===== src/common/slideshow_pkg.sv =====
// Shared widths, gesture codes and defaults; defaults assume an 800x480 image and a 33 MHz clock
`default_nettype none

package slideshow_pkg;

	// ==============================
	// Data types
	// ==============================

	// Current image index, at most 32 images
	typedef logic [4:0]  img_idx_t;
	// Number of images to load
	typedef logic [7:0]  img_cnt_t;
	// Received pixel count
	typedef logic [31:0] pix_cnt_t;
	// Memory word address
	typedef logic [23:0] addr_t;
	// Touch controller gesture code
	typedef logic [7:0]  gesture_t;

	// ==============================
	// Gesture codes and memory layout
	// ==============================

	// Slide to the left
	localparam gesture_t GESTURE_WEST = 8'h1C;
	// Slide to the right
	localparam gesture_t GESTURE_EAST = 8'h14;

	// 16-bit memory bus, 32-bit pixel
	localparam int unsigned WORDS_PER_PIXEL = 2;

	// ==============================
	// Parameter defaults
	// ==============================

	// 800 x 480 pixels
	localparam int unsigned DEF_PIXELS_PER_IMG = 384000;
	localparam int unsigned DEF_PULSE_DELAY    = 10000000;
	localparam int unsigned DEF_HOLDOFF        = 25000000;
	localparam int unsigned DEF_RESET_HOLD     = 1048576;
	localparam int unsigned DEF_LOAD_TAIL      = 50;

endpackage

`default_nettype wire


===== src/verilog/reset_sequencer.sv =====
// Only iRSTN is asynchronous; both outputs are registered and rise in order, RESET_HOLD apart
`timescale 1ns/1ps
`default_nettype none

module reset_sequencer #(
	parameter int unsigned RESET_HOLD = slideshow_pkg::DEF_RESET_HOLD
) (
	input  logic CLOCK_33,
	input  logic iRSTN,
	output logic core_rst_n,
	output logic display_rst_n
);

	// Counter spans the full two-stage hold
	localparam int unsigned CNT_W = $clog2(2 * RESET_HOLD + 1);
	localparam logic [CNT_W-1:0] CNT_MAX = CNT_W'(2 * RESET_HOLD);

	// Compare against the value before the increment
	localparam logic [CNT_W-1:0] CORE_AT    = CNT_W'(RESET_HOLD - 1);
	localparam logic [CNT_W-1:0] DISPLAY_AT = CNT_W'(2 * RESET_HOLD - 1);

	logic [CNT_W-1:0] hold_cnt;

	always_ff @(posedge CLOCK_33 or negedge iRSTN) begin
		if (!iRSTN) begin
			hold_cnt      <= '0;
			core_rst_n    <= 1'b0;
			display_rst_n <= 1'b0;
		end else begin
			// Saturate once both stages are out of reset
			if (hold_cnt != CNT_MAX) begin
				hold_cnt <= hold_cnt + 1'b1;
			end
			// Core first, so control state is sane before gestures
			core_rst_n    <= (hold_cnt >= CORE_AT);
			// Display side last
			display_rst_n <= (hold_cnt >= DISPLAY_AT);
		end
	end

endmodule

`default_nettype wire


===== src/gesture/gesture_debounce.sv =====
// One step per matching gesture, PULSE_DELAY+1 cycles later; assumes PULSE_DELAY < HOLDOFF
`timescale 1ns/1ps
`default_nettype none

module gesture_debounce #(
	parameter int unsigned           PULSE_DELAY  = slideshow_pkg::DEF_PULSE_DELAY,
	parameter int unsigned           HOLDOFF      = slideshow_pkg::DEF_HOLDOFF,
	parameter slideshow_pkg::gesture_t GESTURE_CODE = slideshow_pkg::GESTURE_WEST
) (
	input  logic                    CLOCK_33,
	input  logic                    display_rst_n,
	input  slideshow_pkg::gesture_t gesture,
	input  logic                    gesture_ready,
	output logic                    step
);

	// Counter spans the whole hold-off window
	localparam int unsigned CNT_W = $clog2(HOLDOFF + 1);
	localparam logic [CNT_W-1:0] STEP_AT = CNT_W'(PULSE_DELAY);
	localparam logic [CNT_W-1:0] IDLE_AT = CNT_W'(HOLDOFF);

	// Window open after a matching swipe
	logic             active;
	logic [CNT_W-1:0] win_cnt;

	// ==============================
	// Debounce window
	// ==============================

	always_ff @(posedge CLOCK_33) begin
		if (!display_rst_n) begin
			active  <= 1'b0;
			win_cnt <= '0;
			step    <= 1'b0;
		end else begin
			// Single-cycle pulse by default
			step <= 1'b0;
			if (!active) begin
				win_cnt <= '0;
				// Only this instance's swipe opens the window
				if (gesture_ready && (gesture == GESTURE_CODE)) begin
					active <= 1'b1;
				end
			end else begin
				win_cnt <= win_cnt + 1'b1;
				// Delay reached once per window
				if (win_cnt == STEP_AT) begin
					step <= 1'b1;
				end
				// Hold-off over, next swipe accepted
				if (win_cnt == IDLE_AT) begin
					active <= 1'b0;
				end
			end
		end
	end

endmodule

`default_nettype wire


===== src/slideshow/image_selector.sv =====
// Assumes img_count <= 32 and stable while running; steps are ignored until every image is in
`timescale 1ns/1ps
`default_nettype none

module image_selector #(
	parameter int unsigned PIXELS_PER_IMG = slideshow_pkg::DEF_PIXELS_PER_IMG
) (
	input  logic                    CLOCK_33,
	input  logic                    core_rst_n,
	input  logic                    pixel_strobe,
	input  slideshow_pkg::img_cnt_t img_count,
	input  logic                    step_west,
	input  logic                    step_east,
	output slideshow_pkg::img_idx_t current_img,
	output logic                    all_loaded,
	output logic                    pixel_seen
);

	// ==============================
	// Pixel count
	// ==============================

	slideshow_pkg::pix_cnt_t pix_cnt;
	slideshow_pkg::pix_cnt_t pix_total;
	slideshow_pkg::img_idx_t last_img;

	// Total pixels expected for the whole slideshow
	assign pix_total = slideshow_pkg::pix_cnt_t'(img_count)
		* slideshow_pkg::pix_cnt_t'(PIXELS_PER_IMG);

	// Highest valid index, used for the wrap
	assign last_img = slideshow_pkg::img_idx_t'(img_count - 8'd1);

	// Zero images means nothing to wait for
	assign all_loaded = (img_count != '0) && (pix_cnt == pix_total);
	assign pixel_seen = (pix_cnt != '0);

	always_ff @(posedge CLOCK_33) begin
		if (!core_rst_n) begin
			pix_cnt <= '0;
		end else if (pixel_strobe) begin
			pix_cnt <= pix_cnt + 1'b1;
		end
	end

	// ==============================
	// Image selection
	// ==============================

	always_ff @(posedge CLOCK_33) begin
		if (!core_rst_n) begin
			current_img <= '0;
		end else if (all_loaded) begin
			// East wins when both arrive together
			if (step_east) begin
				if (current_img == '0) begin
					current_img <= last_img;
				end else begin
					current_img <= current_img - 1'b1;
				end
			end else if (step_west) begin
				if (current_img == last_img) begin
					current_img <= '0;
				end else begin
					current_img <= current_img + 1'b1;
				end
			end
		end
	end

endmodule

`default_nettype wire


===== src/slideshow/frame_window.sv =====
// Window changes only at end_frame, so a frame never shows two images; read_load is high in reset
`timescale 1ns/1ps
`default_nettype none

module frame_window #(
	parameter int unsigned PIXELS_PER_IMG = slideshow_pkg::DEF_PIXELS_PER_IMG
) (
	input  logic                    CLOCK_33,
	input  logic                    core_rst_n,
	input  slideshow_pkg::img_idx_t current_img,
	input  logic                    end_frame,
	input  logic                    new_frame,
	output slideshow_pkg::addr_t    read_base,
	output slideshow_pkg::addr_t    read_limit,
	output logic                    read_load
);

	// Words taken by one image in memory
	localparam slideshow_pkg::addr_t IMG_SPAN =
		slideshow_pkg::addr_t'(PIXELS_PER_IMG * slideshow_pkg::WORDS_PER_PIXEL);

	// Start of the selected image
	slideshow_pkg::addr_t next_base;

	assign next_base = slideshow_pkg::addr_t'(current_img) * IMG_SPAN;

	// ==============================
	// Read window
	// ==============================

	always_ff @(posedge CLOCK_33) begin
		if (!core_rst_n) begin
			// Image 0 on show out of reset
			read_base  <= '0;
			read_limit <= IMG_SPAN;
		end else if (end_frame) begin
			read_base  <= next_base;
			read_limit <= next_base + IMG_SPAN;
		end
	end

	// ==============================
	// FIFO reload strobe
	// ==============================

	always_ff @(posedge CLOCK_33) begin
		if (!core_rst_n) begin
			// Keep the read FIFO flushed during reset
			read_load <= 1'b1;
		end else begin
			// One cycle behind new_frame
			read_load <= new_frame;
		end
	end

endmodule

`default_nettype wire


===== src/slideshow/load_monitor.sv =====
// Loading stays high until LOAD_TAIL+2 cycles after all_loaded; it does not restart without reset
`timescale 1ns/1ps
`default_nettype none

module load_monitor #(
	parameter int unsigned LOAD_TAIL = slideshow_pkg::DEF_LOAD_TAIL
) (
	input  logic CLOCK_33,
	input  logic core_rst_n,
	input  logic all_loaded,
	input  logic pixel_seen,
	output logic loading
);

	localparam int unsigned TAIL_W = $clog2(LOAD_TAIL + 1);
	localparam logic [TAIL_W-1:0] TAIL_END = TAIL_W'(LOAD_TAIL);

	// Set once the last pixel has arrived
	logic              tail;
	logic [TAIL_W-1:0] tail_cnt;

	// ==============================
	// Loading flag
	// ==============================

	always_ff @(posedge CLOCK_33) begin
		if (!core_rst_n) begin
			loading  <= 1'b0;
			tail     <= 1'b0;
			tail_cnt <= '0;
		end else begin
			// Latch the end of loading
			if (all_loaded) begin
				tail <= 1'b1;
			end else if (pixel_seen && !tail) begin
				// First pixel in, display shows the loading screen
				loading <= 1'b1;
			end

			// Let the last writes settle before showing images
			if (tail) begin
				if (tail_cnt < TAIL_END) begin
					tail_cnt <= tail_cnt + 1'b1;
				end else begin
					loading <= 1'b0;
				end
			end
		end
	end

endmodule

`default_nettype wire


===== src/verilog/slideshow_top.sv =====
// Single clock CLOCK_33; all strobes are one cycle wide and have no back-pressure
`timescale 1ns/1ps
`default_nettype none

module slideshow_top #(
	parameter int unsigned PIXELS_PER_IMG = slideshow_pkg::DEF_PIXELS_PER_IMG,
	parameter int unsigned PULSE_DELAY    = slideshow_pkg::DEF_PULSE_DELAY,
	parameter int unsigned HOLDOFF        = slideshow_pkg::DEF_HOLDOFF,
	parameter int unsigned RESET_HOLD     = slideshow_pkg::DEF_RESET_HOLD,
	parameter int unsigned LOAD_TAIL      = slideshow_pkg::DEF_LOAD_TAIL
) (
	input  logic                    CLOCK_33,
	input  logic                    iRSTN,
	input  logic                    pixel_strobe,
	input  slideshow_pkg::img_cnt_t img_count,
	input  slideshow_pkg::gesture_t gesture,
	input  logic                    gesture_ready,
	input  logic                    end_frame,
	input  logic                    new_frame,
	output slideshow_pkg::addr_t    read_base,
	output slideshow_pkg::addr_t    read_limit,
	output logic                    read_load,
	output logic                    loading,
	output slideshow_pkg::img_idx_t current_img,
	output logic                    all_loaded
);

	logic core_rst_n;
	logic display_rst_n;
	logic step_west;
	logic step_east;
	logic pixel_seen;

	// ==============================
	// Reset ordering
	// ==============================

	reset_sequencer #(
		.RESET_HOLD (RESET_HOLD)
	) reset_sequencer_i (
		.CLOCK_33      (CLOCK_33),
		.iRSTN         (iRSTN),
		.core_rst_n    (core_rst_n),
		.display_rst_n (display_rst_n)
	);

	// ==============================
	// Swipe debounce
	// ==============================

	// Slide left, next image
	gesture_debounce #(
		.PULSE_DELAY  (PULSE_DELAY),
		.HOLDOFF      (HOLDOFF),
		.GESTURE_CODE (slideshow_pkg::GESTURE_WEST)
	) west_debounce_i (
		.CLOCK_33      (CLOCK_33),
		.display_rst_n (display_rst_n),
		.gesture       (gesture),
		.gesture_ready (gesture_ready),
		.step          (step_west)
	);

	// Slide right, previous image
	gesture_debounce #(
		.PULSE_DELAY  (PULSE_DELAY),
		.HOLDOFF      (HOLDOFF),
		.GESTURE_CODE (slideshow_pkg::GESTURE_EAST)
	) east_debounce_i (
		.CLOCK_33      (CLOCK_33),
		.display_rst_n (display_rst_n),
		.gesture       (gesture),
		.gesture_ready (gesture_ready),
		.step          (step_east)
	);

	// ==============================
	// Slideshow control
	// ==============================

	image_selector #(
		.PIXELS_PER_IMG (PIXELS_PER_IMG)
	) image_selector_i (
		.CLOCK_33     (CLOCK_33),
		.core_rst_n   (core_rst_n),
		.pixel_strobe (pixel_strobe),
		.img_count    (img_count),
		.step_west    (step_west),
		.step_east    (step_east),
		.current_img  (current_img),
		.all_loaded   (all_loaded),
		.pixel_seen   (pixel_seen)
	);

	frame_window #(
		.PIXELS_PER_IMG (PIXELS_PER_IMG)
	) frame_window_i (
		.CLOCK_33    (CLOCK_33),
		.core_rst_n  (core_rst_n),
		.current_img (current_img),
		.end_frame   (end_frame),
		.new_frame   (new_frame),
		.read_base   (read_base),
		.read_limit  (read_limit),
		.read_load   (read_load)
	);

	load_monitor #(
		.LOAD_TAIL (LOAD_TAIL)
	) load_monitor_i (
		.CLOCK_33   (CLOCK_33),
		.core_rst_n (core_rst_n),
		.all_loaded (all_loaded),
		.pixel_seen (pixel_seen),
		.loading    (loading)
	);

endmodule

`default_nettype wire


===== config.mk =====
export PLATFORM = sky130hd
export DESIGN_NAME = slideshow_top
export DESIGN_NICKNAME = d
export VERILOG_FILES = /design/src/common/slideshow_pkg.sv /design/src/verilog/reset_sequencer.sv /design/src/gesture/gesture_debounce.sv /design/src/slideshow/image_selector.sv /design/src/slideshow/frame_window.sv /design/src/slideshow/load_monitor.sv /design/src/verilog/slideshow_top.sv
export SDC_FILE = /design/constraint.sdc
export NUM_CORES = 1
export LEC_CHECK = 0
export BUFFER_PORTS_ARGS = -buffer_cell sky130_fd_sc_hd__buf_2
export CORE_AREA = 2 2 126 177
export CTS_CLUSTER_SIZE = 24
export DETAILED_ROUTE_END_ITERATION = 10
export DIE_AREA = 0 0 128 179
export GPL_TIMING_DRIVEN = 0
export PLACE_DENSITY = 0.76
export SLEW_MARGIN = 20
export SYNTH_ARGS = -nofsm -noshare
export SYNTH_HDL_FRONTEND = slang
export SYNTH_HIERARCHICAL = 1
export SYNTH_SLANG_ARGS = --single-unit

===== constraint.sdc =====
create_clock -name CLOCK_33 -period 8.4 [get_ports CLOCK_33]
set_input_delay 1.26 -clock CLOCK_33 [delete_from_list [all_inputs] [get_ports CLOCK_33]]
set_output_delay 1.26 -clock CLOCK_33 [all_outputs]
set_load 0.02 [all_outputs]

==> flow_summary_export.csv, run 1 <==
group,metric,value,unit
floorplanning,dieArea,22910,um^2
route,vias,8717,
clock_tree,cts_resized,0,
synthesis,yosysWarnings,6,
sta,min_period,7576,ps
critical_path,critPathLaunchType,"input pin",
global_routing,grt_pass1_vias,8585,
cells_and_area,fillCellCount,1929,
sta,maxSlewHeadroom,44.11,%
critical_path,required,7140,ps
floorplanning,ioPinCount,78,
sta,tns,0,ps
clock_tree,path_clk_slew,60,ps
sta,rsz0062_at_grt,"no",
clock_tree,postCtsSetupBuffers,0,
cells_and_area,drive_gt1_share,12.43,%
global_routing,grt_pass1_wl,38.79,mm
power_and_ir_drop,power.density,185.6,nW/um^2
power_and_ir_drop,p_leak,5.077,nW
synthesis,avgSynthCellArea,8.853,um^2
route,routedWlPerCell,14.81,um
global_routing,grt_use_total,20.67,%
global_routing,antenna_found_initial,0,
run_status,outcome,"finished clean",
job,maxCapViolCount,0,
floorplanning,num_rows,64,
route,dr.pass1.iters,5,
floorplanning,initial_core_util,48.97,%
synthesis,ys_seq_elements,150,
clock_tree,cts_buffer_depth,2,
sta,fin_crit_sh,90.19,%
synthesis,synth_edf_count,0,
global_routing,grt_max_degree,25,
hold_path,hold_class,"reg -> reg",
critical_path,cp-end-kind,"output port",
route,vias_per_cell,5.591,
power_and_ir_drop,design_power_total,2.196,mW
cells_and_area,nets,1420,
route,wirelength,23.08,mm
clock_tree,clockRootBuffer,"clkbuf_16",
place,post-place-ws,840.6,ps
synthesis,ys.flop_type,"dfxtp_1",
synthesis,async_reset_ff_share,16.00,%
sta,drv_slew,0,
power_and_ir_drop,ir_drop,0.0001479,V
clock_tree,tritoncts,"built",
critical_path,path_max_fanout,6,
place,globalplace.congestion,0.9414,
floorplanning,chipHeight,179,um
synthesis,synth_cells,1187,
clock_tree,ctsHoldBuffers,0,
route,drt_iter0_drc,380,
critical_path,arrival,6320,ps
route,drtAntennaViolNets,0,
route,drc,0,
synthesis,syn_area,10510,um^2
place,hpwlAfterDp,17.67,mm
clock_tree,cts_max_level,4,
synthesis,ys_seq_area_share,29.72,%
global_routing,overflow,0,
cells_and_area,multi_input_area,6777,um^2
place,io_buffers,55,
floorplanning,core,21460,um^2
clock_tree,cts_num_sinks,150,
cells_and_area,seq_area,3123,um^2
sta,setup_viol,0,
sta,hold_viol_final,0,
floorplanning,die_x,128,um
clock_tree,cts_made_buffers,17,
sta,setup_slack,824.0,ps
cells_and_area,diodes,0,
sta,finClkSkew,8.572,ps
critical_path,critPathKind,"in -> out",
synthesis,ys_types,82,
cells_and_area,area_growth_syn_to_layout,12.58,%
sta,fmax,0.1320,GHz
clock_tree,insertion_delay,420,ps
sta,tightest_slew,830.7,ps
## cells in the final DEF, fill, tap and decap left out, drive strengths merged, types with 6 or more instances in the layout
cell type,instances
xnor2,65
a21oi,46
nand3,51
a211oi,11
xor2,51
mux2i,19
a21o,8
nand2b,9
and4,13
or4,9
o21ai,36
o31ai,9
dfrtp,24
and2,11
fa,34
dfxtp,126
buf,85
clkbuf,43
ha,82
a31o,11
nor3,34
and3,25
nor4b,6
conb,22
or3,16
clkinv,6
nor4,27
inv,96
a31oi,6
nand2,97
nand4,38
nor2,114
## metrics by stage
| stage | instance area, um^2 | std cells | util, % | hold WS [ps] |
|---|---|---|---|---|
| 6_report | 11830 | 1559 | 55.13 | 461.4 |
| 5_1_grt | 11830 | 1559 | 55.13 | 486.9 |
| 4_1_cts | 11830 | 1559 | 55.13 | 464.6 |
| 3_5_place_dp | 11190 | 1527 | 52.16 | 455.3 |
| 3_3_place_gp | 11190 | 1527 | 52.16 | 445.5 |
| 2_1_floorplan | 10590 | 1208 | - | 452.8 |
## flip-flops by register name, indices dropped and copies added, names as in the netlist, 5 cells and up
signal                        count
image_selector_i/pix_cnt         32
east_debounce_i/win_cnt          25
west_debounce_i/win_cnt          25
reset_sequencer_i/hold_cnt       22
frame_window_i/read_base         13
frame_window_i/read_limit        13
load_monitor_i/tail_cnt           6
image_selector_i/current_img      5
## report_power, final
| group | internal [mW] | switching [mW] |
|---|---|---|
| Clock | 0.510 | 0.290 |
| Sequential | 0.713 | 0 |
| Combinational | 0.286 | 0.397 |
| Total | 1.51 | 0.687 |
## cell usage after synthesis, types with 6 or more instances
| cell | number | area [um^2] |
|---|---|---|
| a21o_1 | 8 | 60.06 |
| mux2i_1 | 19 | 190.2 |
| clkbuf_1 | 21 | 78.83 |
| and4_1 | 9 | 78.83 |
| inv_1 | 96 | 360.4 |
| nor3_1 | 33 | 165.2 |
| or3_1 | 14 | 87.58 |
| nor2_1 | 114 | 427.9 |
| o31ai_1 | 9 | 67.56 |
| xnor2_1 | 65 | 569.3 |
| dfrtp_1 | 24 | 600.6 |
| o21ai_0 | 30 | 150.1 |
| nand2b_1 | 9 | 56.30 |
| nand3_1 | 51 | 255.2 |
| nor4b_1 | 6 | 52.55 |
| buf_4 | 22 | 165.2 |
| xor2_1 | 51 | 446.7 |
| a31o_1 | 11 | 96.34 |
| dfxtp_1 | 126 | 2522 |
| a211oi_1 | 9 | 67.56 |
| fa_1 | 34 | 680.7 |
| ha_1 | 82 | 1026 |
| nor4_1 | 21 | 131.4 |
| nand2_1 | 96 | 360.4 |
| buf_6 | 7 | 78.83 |
| nand4_1 | 33 | 206.5 |
| or4_1 | 8 | 60.06 |
| a21oi_1 | 44 | 220.2 |
| and3_1 | 20 | 125.1 |
| and2_1 | 9 | 56.30 |
## critical path, cell delays in order
cell and delay (ps):
buf_2 170, inv_1 110, ha_1 390, fa_1 560, inv_1 60, fa_1 510
fa_1 550, inv_1 50, ha_1 370, a21o_1 220, a31o_1 240, or3_1 390
o21ai_2 80, and4_1 200, nand4b_1 110, nor4_1 740, buf_2 300
## worst paths after layout
path,end,cells past startpoint,slack (ps),from
min,frame_window_i/read_base[23],2,460,frame_window_i/read_base[23]
max reg2reg,frame_window_i/read_limit[23],13,4280,image_selector_i/current_img[2]
min reg2reg,frame_window_i/read_base[23],2,460,frame_window_i/read_base[23]
min in group asynchronous,reset_sequencer_i/hold_cnt[0],1,810,iRSTN
max,all_loaded,17,820,img_count[2]
max in group asynchronous,reset_sequencer_i/hold_cnt[17],1,7230,iRSTN
## routing by layer
layer | part of all wire, % | routed length, um | global-route usage [%] | vias to the layer above
met1 | 40 | 9326 | 21.86 | 4144
met3 | 2.7 | 633 | 3.402 | 61
met2 | 53 | 12250 | 39.66 | 168
met4 | 3.8 | 871 | 9.432 | 0
met5 | 0 | 0 | 0 | -
li1 | - | - | - | 4344
## kinds of logic (layout without fill, tap and decap cells)
kind of cell | Yosys count | after routing | share of synthesized area, %
compound gates | 172 | 172 | 11.83
xor+xnor | 116 | 116 | 9.668
fa+ha+maj | 116 | 116 | 16.24
buf+inv | 147 | 234 | 6.548
flops | 150 | 150 | 29.72
mux | 20 | 20 | 1.917
other cells | 1 | 22 | 0.03568
simple gates | 465 | 465 | 24.04
## area by class of cell
| class | instances | area share (%) |
|---|---|---|
| Buffer | 51 | 2.771 |
| Clock inverter | 10 | 1.206 |
| Clock buffer | 22 | 4.188 |
| Multi-Input combinational cell | 911 | 57.28 |
| Inverter | 96 | 3.046 |
| Sequential cell | 150 | 26.40 |
| Timing Repair Buffer | 55 | 2.327 |
| Tap cell | 264 | 2.792 |
No activity file was read; power rests on OpenSTA's default activity.
==> inputs of run 2 (changes only) <==
--- a/config.mk
+++ b/config.mk
@@ -12,6 +12,7 @@
 export DIE_AREA = 0 0 128 179
 export GPL_TIMING_DRIVEN = 0
 export PLACE_DENSITY = 0.76
+export RECOVER_POWER = 25
 export SLEW_MARGIN = 20
 export SYNTH_ARGS = -nofsm -noshare
 export SYNTH_HDL_FRONTEND = slang
==> run 2 against run 1 <==
Maximum frequency unchanged. Largest cell class unchanged. Highest routed layer unchanged. Clock skew down 0.68 ps. Register-to-register slack about the same. Critical path type unchanged. Flip-flop and latch count unchanged. Combinational power about the same. Final cell count unchanged. Count of clock-buffer cells in the layout unchanged. Via count about the same. Non-clock buffer count unchanged.
==> flow_summary_export.csv, run 2 (synthesized netlist as in run 1, its figures left out) <==
group,metric,value,unit
critical_path,critPathLaunchType,"input pin",
floorplanning,core,21460,um^2
clock_tree,cts_made_buffers,17,
sta,tightest_slew,1259,ps
sta,setup_viol,0,
global_routing,grt_max_degree,25,
power_and_ir_drop,switching_share,31.30,%
sta,finalHoldWorstSlack,461.3,ps
global_routing,grt_pass1_vias,8585,
route,vias_per_cell,5.597,
sta,hold_viol_final,0,
route,vias,8725,
clock_tree,cts_resized,0,
place,globalplace.congestion,0.9414,
critical_path,slowest_stage,"nor4_1",
route,drc,0,
clock_tree,ctsHoldBuffers,0,
critical_path,path_max_fanout,6,
floorplanning,die_x,128,um
power_and_ir_drop,p_seq_share,32.5,%
sta,fin_crit_sh,90.19,%
sta,fmax,0.1320,GHz
power_and_ir_drop,switchingPower,0.6874,mW
clock_tree,clockRootBuffer,"clkbuf_16",
place,io_buffers,55,
hold_path,hold_class,"reg -> reg",
cells_and_area,diodes,0,
power_and_ir_drop,p_clk_share,36.4,%
critical_path,arrival,6320,ps
critical_path,path_cells,"buf_2 > inv_1 > ha_1 > fa_1 > inv_1 > fa_1 > fa_1 > inv_1 > ha_1 > a21o_1 > a31o_1 > or3_1 > o21ai_2 > and4_1 > nand4b_1 > nor4_1 > buf_2",
clock_tree,cts_buffer_depth,2,
route,dr.pass1.iters,5,
cells_and_area,final_cell_mix,"dfxtp_1 (126), nor2_1 (114), nand2_1 (97), inv_1 (96), ha_1 (82)",
route,wirelength,23.07,mm
clock_tree,postCtsSetupBuffers,0,
clock_tree,path_clk_slew,60,ps
floorplanning,ioPinCount,78,
global_routing,antenna_found_initial,0,
critical_path,required,7140,ps
job,maxCapViolCount,0,
critical_path,critPathKind,"in -> out",
cells_and_area,post-route-cell-area,11800,um^2
sta,tns,0,ps
floorplanning,dieArea,22910,um^2
critical_path,cp_slowest_stage_delay,740,ps
critical_path,critPathBufInv,5,
critical_path,cp-end-kind,"output port",
sta,rsz0062_at_grt,"no",
cells_and_area,largest_reg_flops,32,
global_routing,grt_pass1_wl,38.79,mm
clock_tree,insertion_delay,420,ps
clock_tree,tritoncts,"built",
cells_and_area,nets,1420,
power_and_ir_drop,p_leak,5.048,nW
cells_and_area,postLayoutCoreUtil,54.98,%
sta,min_period,7576,ps
cells_and_area,drive_gt1_share,11.89,%
place,placed_cell_area,11190,um^2
floorplanning,chipHeight,179,um
critical_path,reg2reg_slack,4280,ps
cells_and_area,top_register,"image_selector_i/pix_cnt",
power_and_ir_drop,power.density,186.1,nW/um^2
place,hpwlAfterDp,17.67,mm
floorplanning,initial_core_util,48.97,%
cells_and_area,area_growth_syn_to_layout,12.28,%
sta,drv_slew,0,
route,routedWlPerCell,14.80,um
clock_tree,cts_max_level,4,
global_routing,grt_use_total,20.67,%
cells_and_area,top_regs,"image_selector_i/pix_cnt: 32 flops, east_debounce_i/win_cnt: 25 flops, west_debounce_i/win_cnt: 25 flops",
cells_and_area,final_common_cell,"dfxtp_1",
power_and_ir_drop,ir_drop,0.0001480,V
critical_path,critPathTopFamily,"adder cells",
power_and_ir_drop,design_power_total,2.196,mW
clock_tree,cts_num_sinks,150,
sta,finClkSkew,7.895,ps
sta,maxSlewHeadroom,16.08,%
power_and_ir_drop,power.internal,1.509,mW
route,drt_iter0_drc,385,
route,drtAntennaViolNets,0,
run_status,outcome,"finished clean",
floorplanning,num_rows,64,
global_routing,overflow,0,
power_and_ir_drop,power_frac_comb,31.1,%
run 2: metrics by stage:
stage / std cells / setup slack (ps)
6_report: 1559 / 824.0
5_1_grt: 1559 / 675.7
4_1_cts: 1559 / 832.0
3_5_place_dp: 1527 / 840.6
3_3_place_gp: 1527 / 905.4
2_1_floorplan: 1208 / 1486
run 2: power groups by stage:
stage               sequential [mW]  clock (mW)  combinational [mW]
CTS                           0.713       0.816               0.683
finish                        0.713       0.800               0.683
global route                  0.713       0.850               0.769
global placement              0.728           0               0.668
detailed placement            0.728           0               0.679
floorplan                     0.728           0               0.539
run 2: final timing paths:
check,end,cells past startpoint,from
worst max-delay path,all_loaded,17,img_count[2]
worst min-delay path,frame_window_i/read_base[23],2,frame_window_i/read_base[23]
worst max register to register,frame_window_i/read_limit[23],13,image_selector_i/current_img[2]
worst min register to register,frame_window_i/read_base[23],2,frame_window_i/read_base[23]
max in group asynchronous,reset_sequencer_i/hold_cnt[17],1,iRSTN
min in group asynchronous,reset_sequencer_i/hold_cnt[0],1,iRSTN
run 2: layout make-up:
cell class,instances,area (um^2)
plain buffers,51,320.3
clock buffers,22,495.5
clock inverters,10,142.6
fillers,1934,9662
inverters,96,360.3
multi-input cells,911,6753
flip-flops and latches,150,3123
well taps,264,330.3
repair buffers,55,274.0
run 2: worst reg2reg max path, stage by stage, from the launching register on:
cell and delay [ps]:
dfxtp_1 610, ha_1 330, inv_1 80, fa_1 430, fa_1 530, inv_1 40
ha_1 370, nand3_1 120, o211ai_2 240, a31oi_4 130, xnor2_1 460, o21ai_2 160
o311a_2 350, nor3_1 190
run 2: metal layers:
layer / vias up / global-route usage [%] / wire [um]
met5: - / 0 / 0
met4: 0 / 9.432 / 851
met3: 57 / 3.402 / 559
met2: 149 / 39.66 / 12280
met1: 4170 / 21.86 / 9385
li1: 4349 / - / -
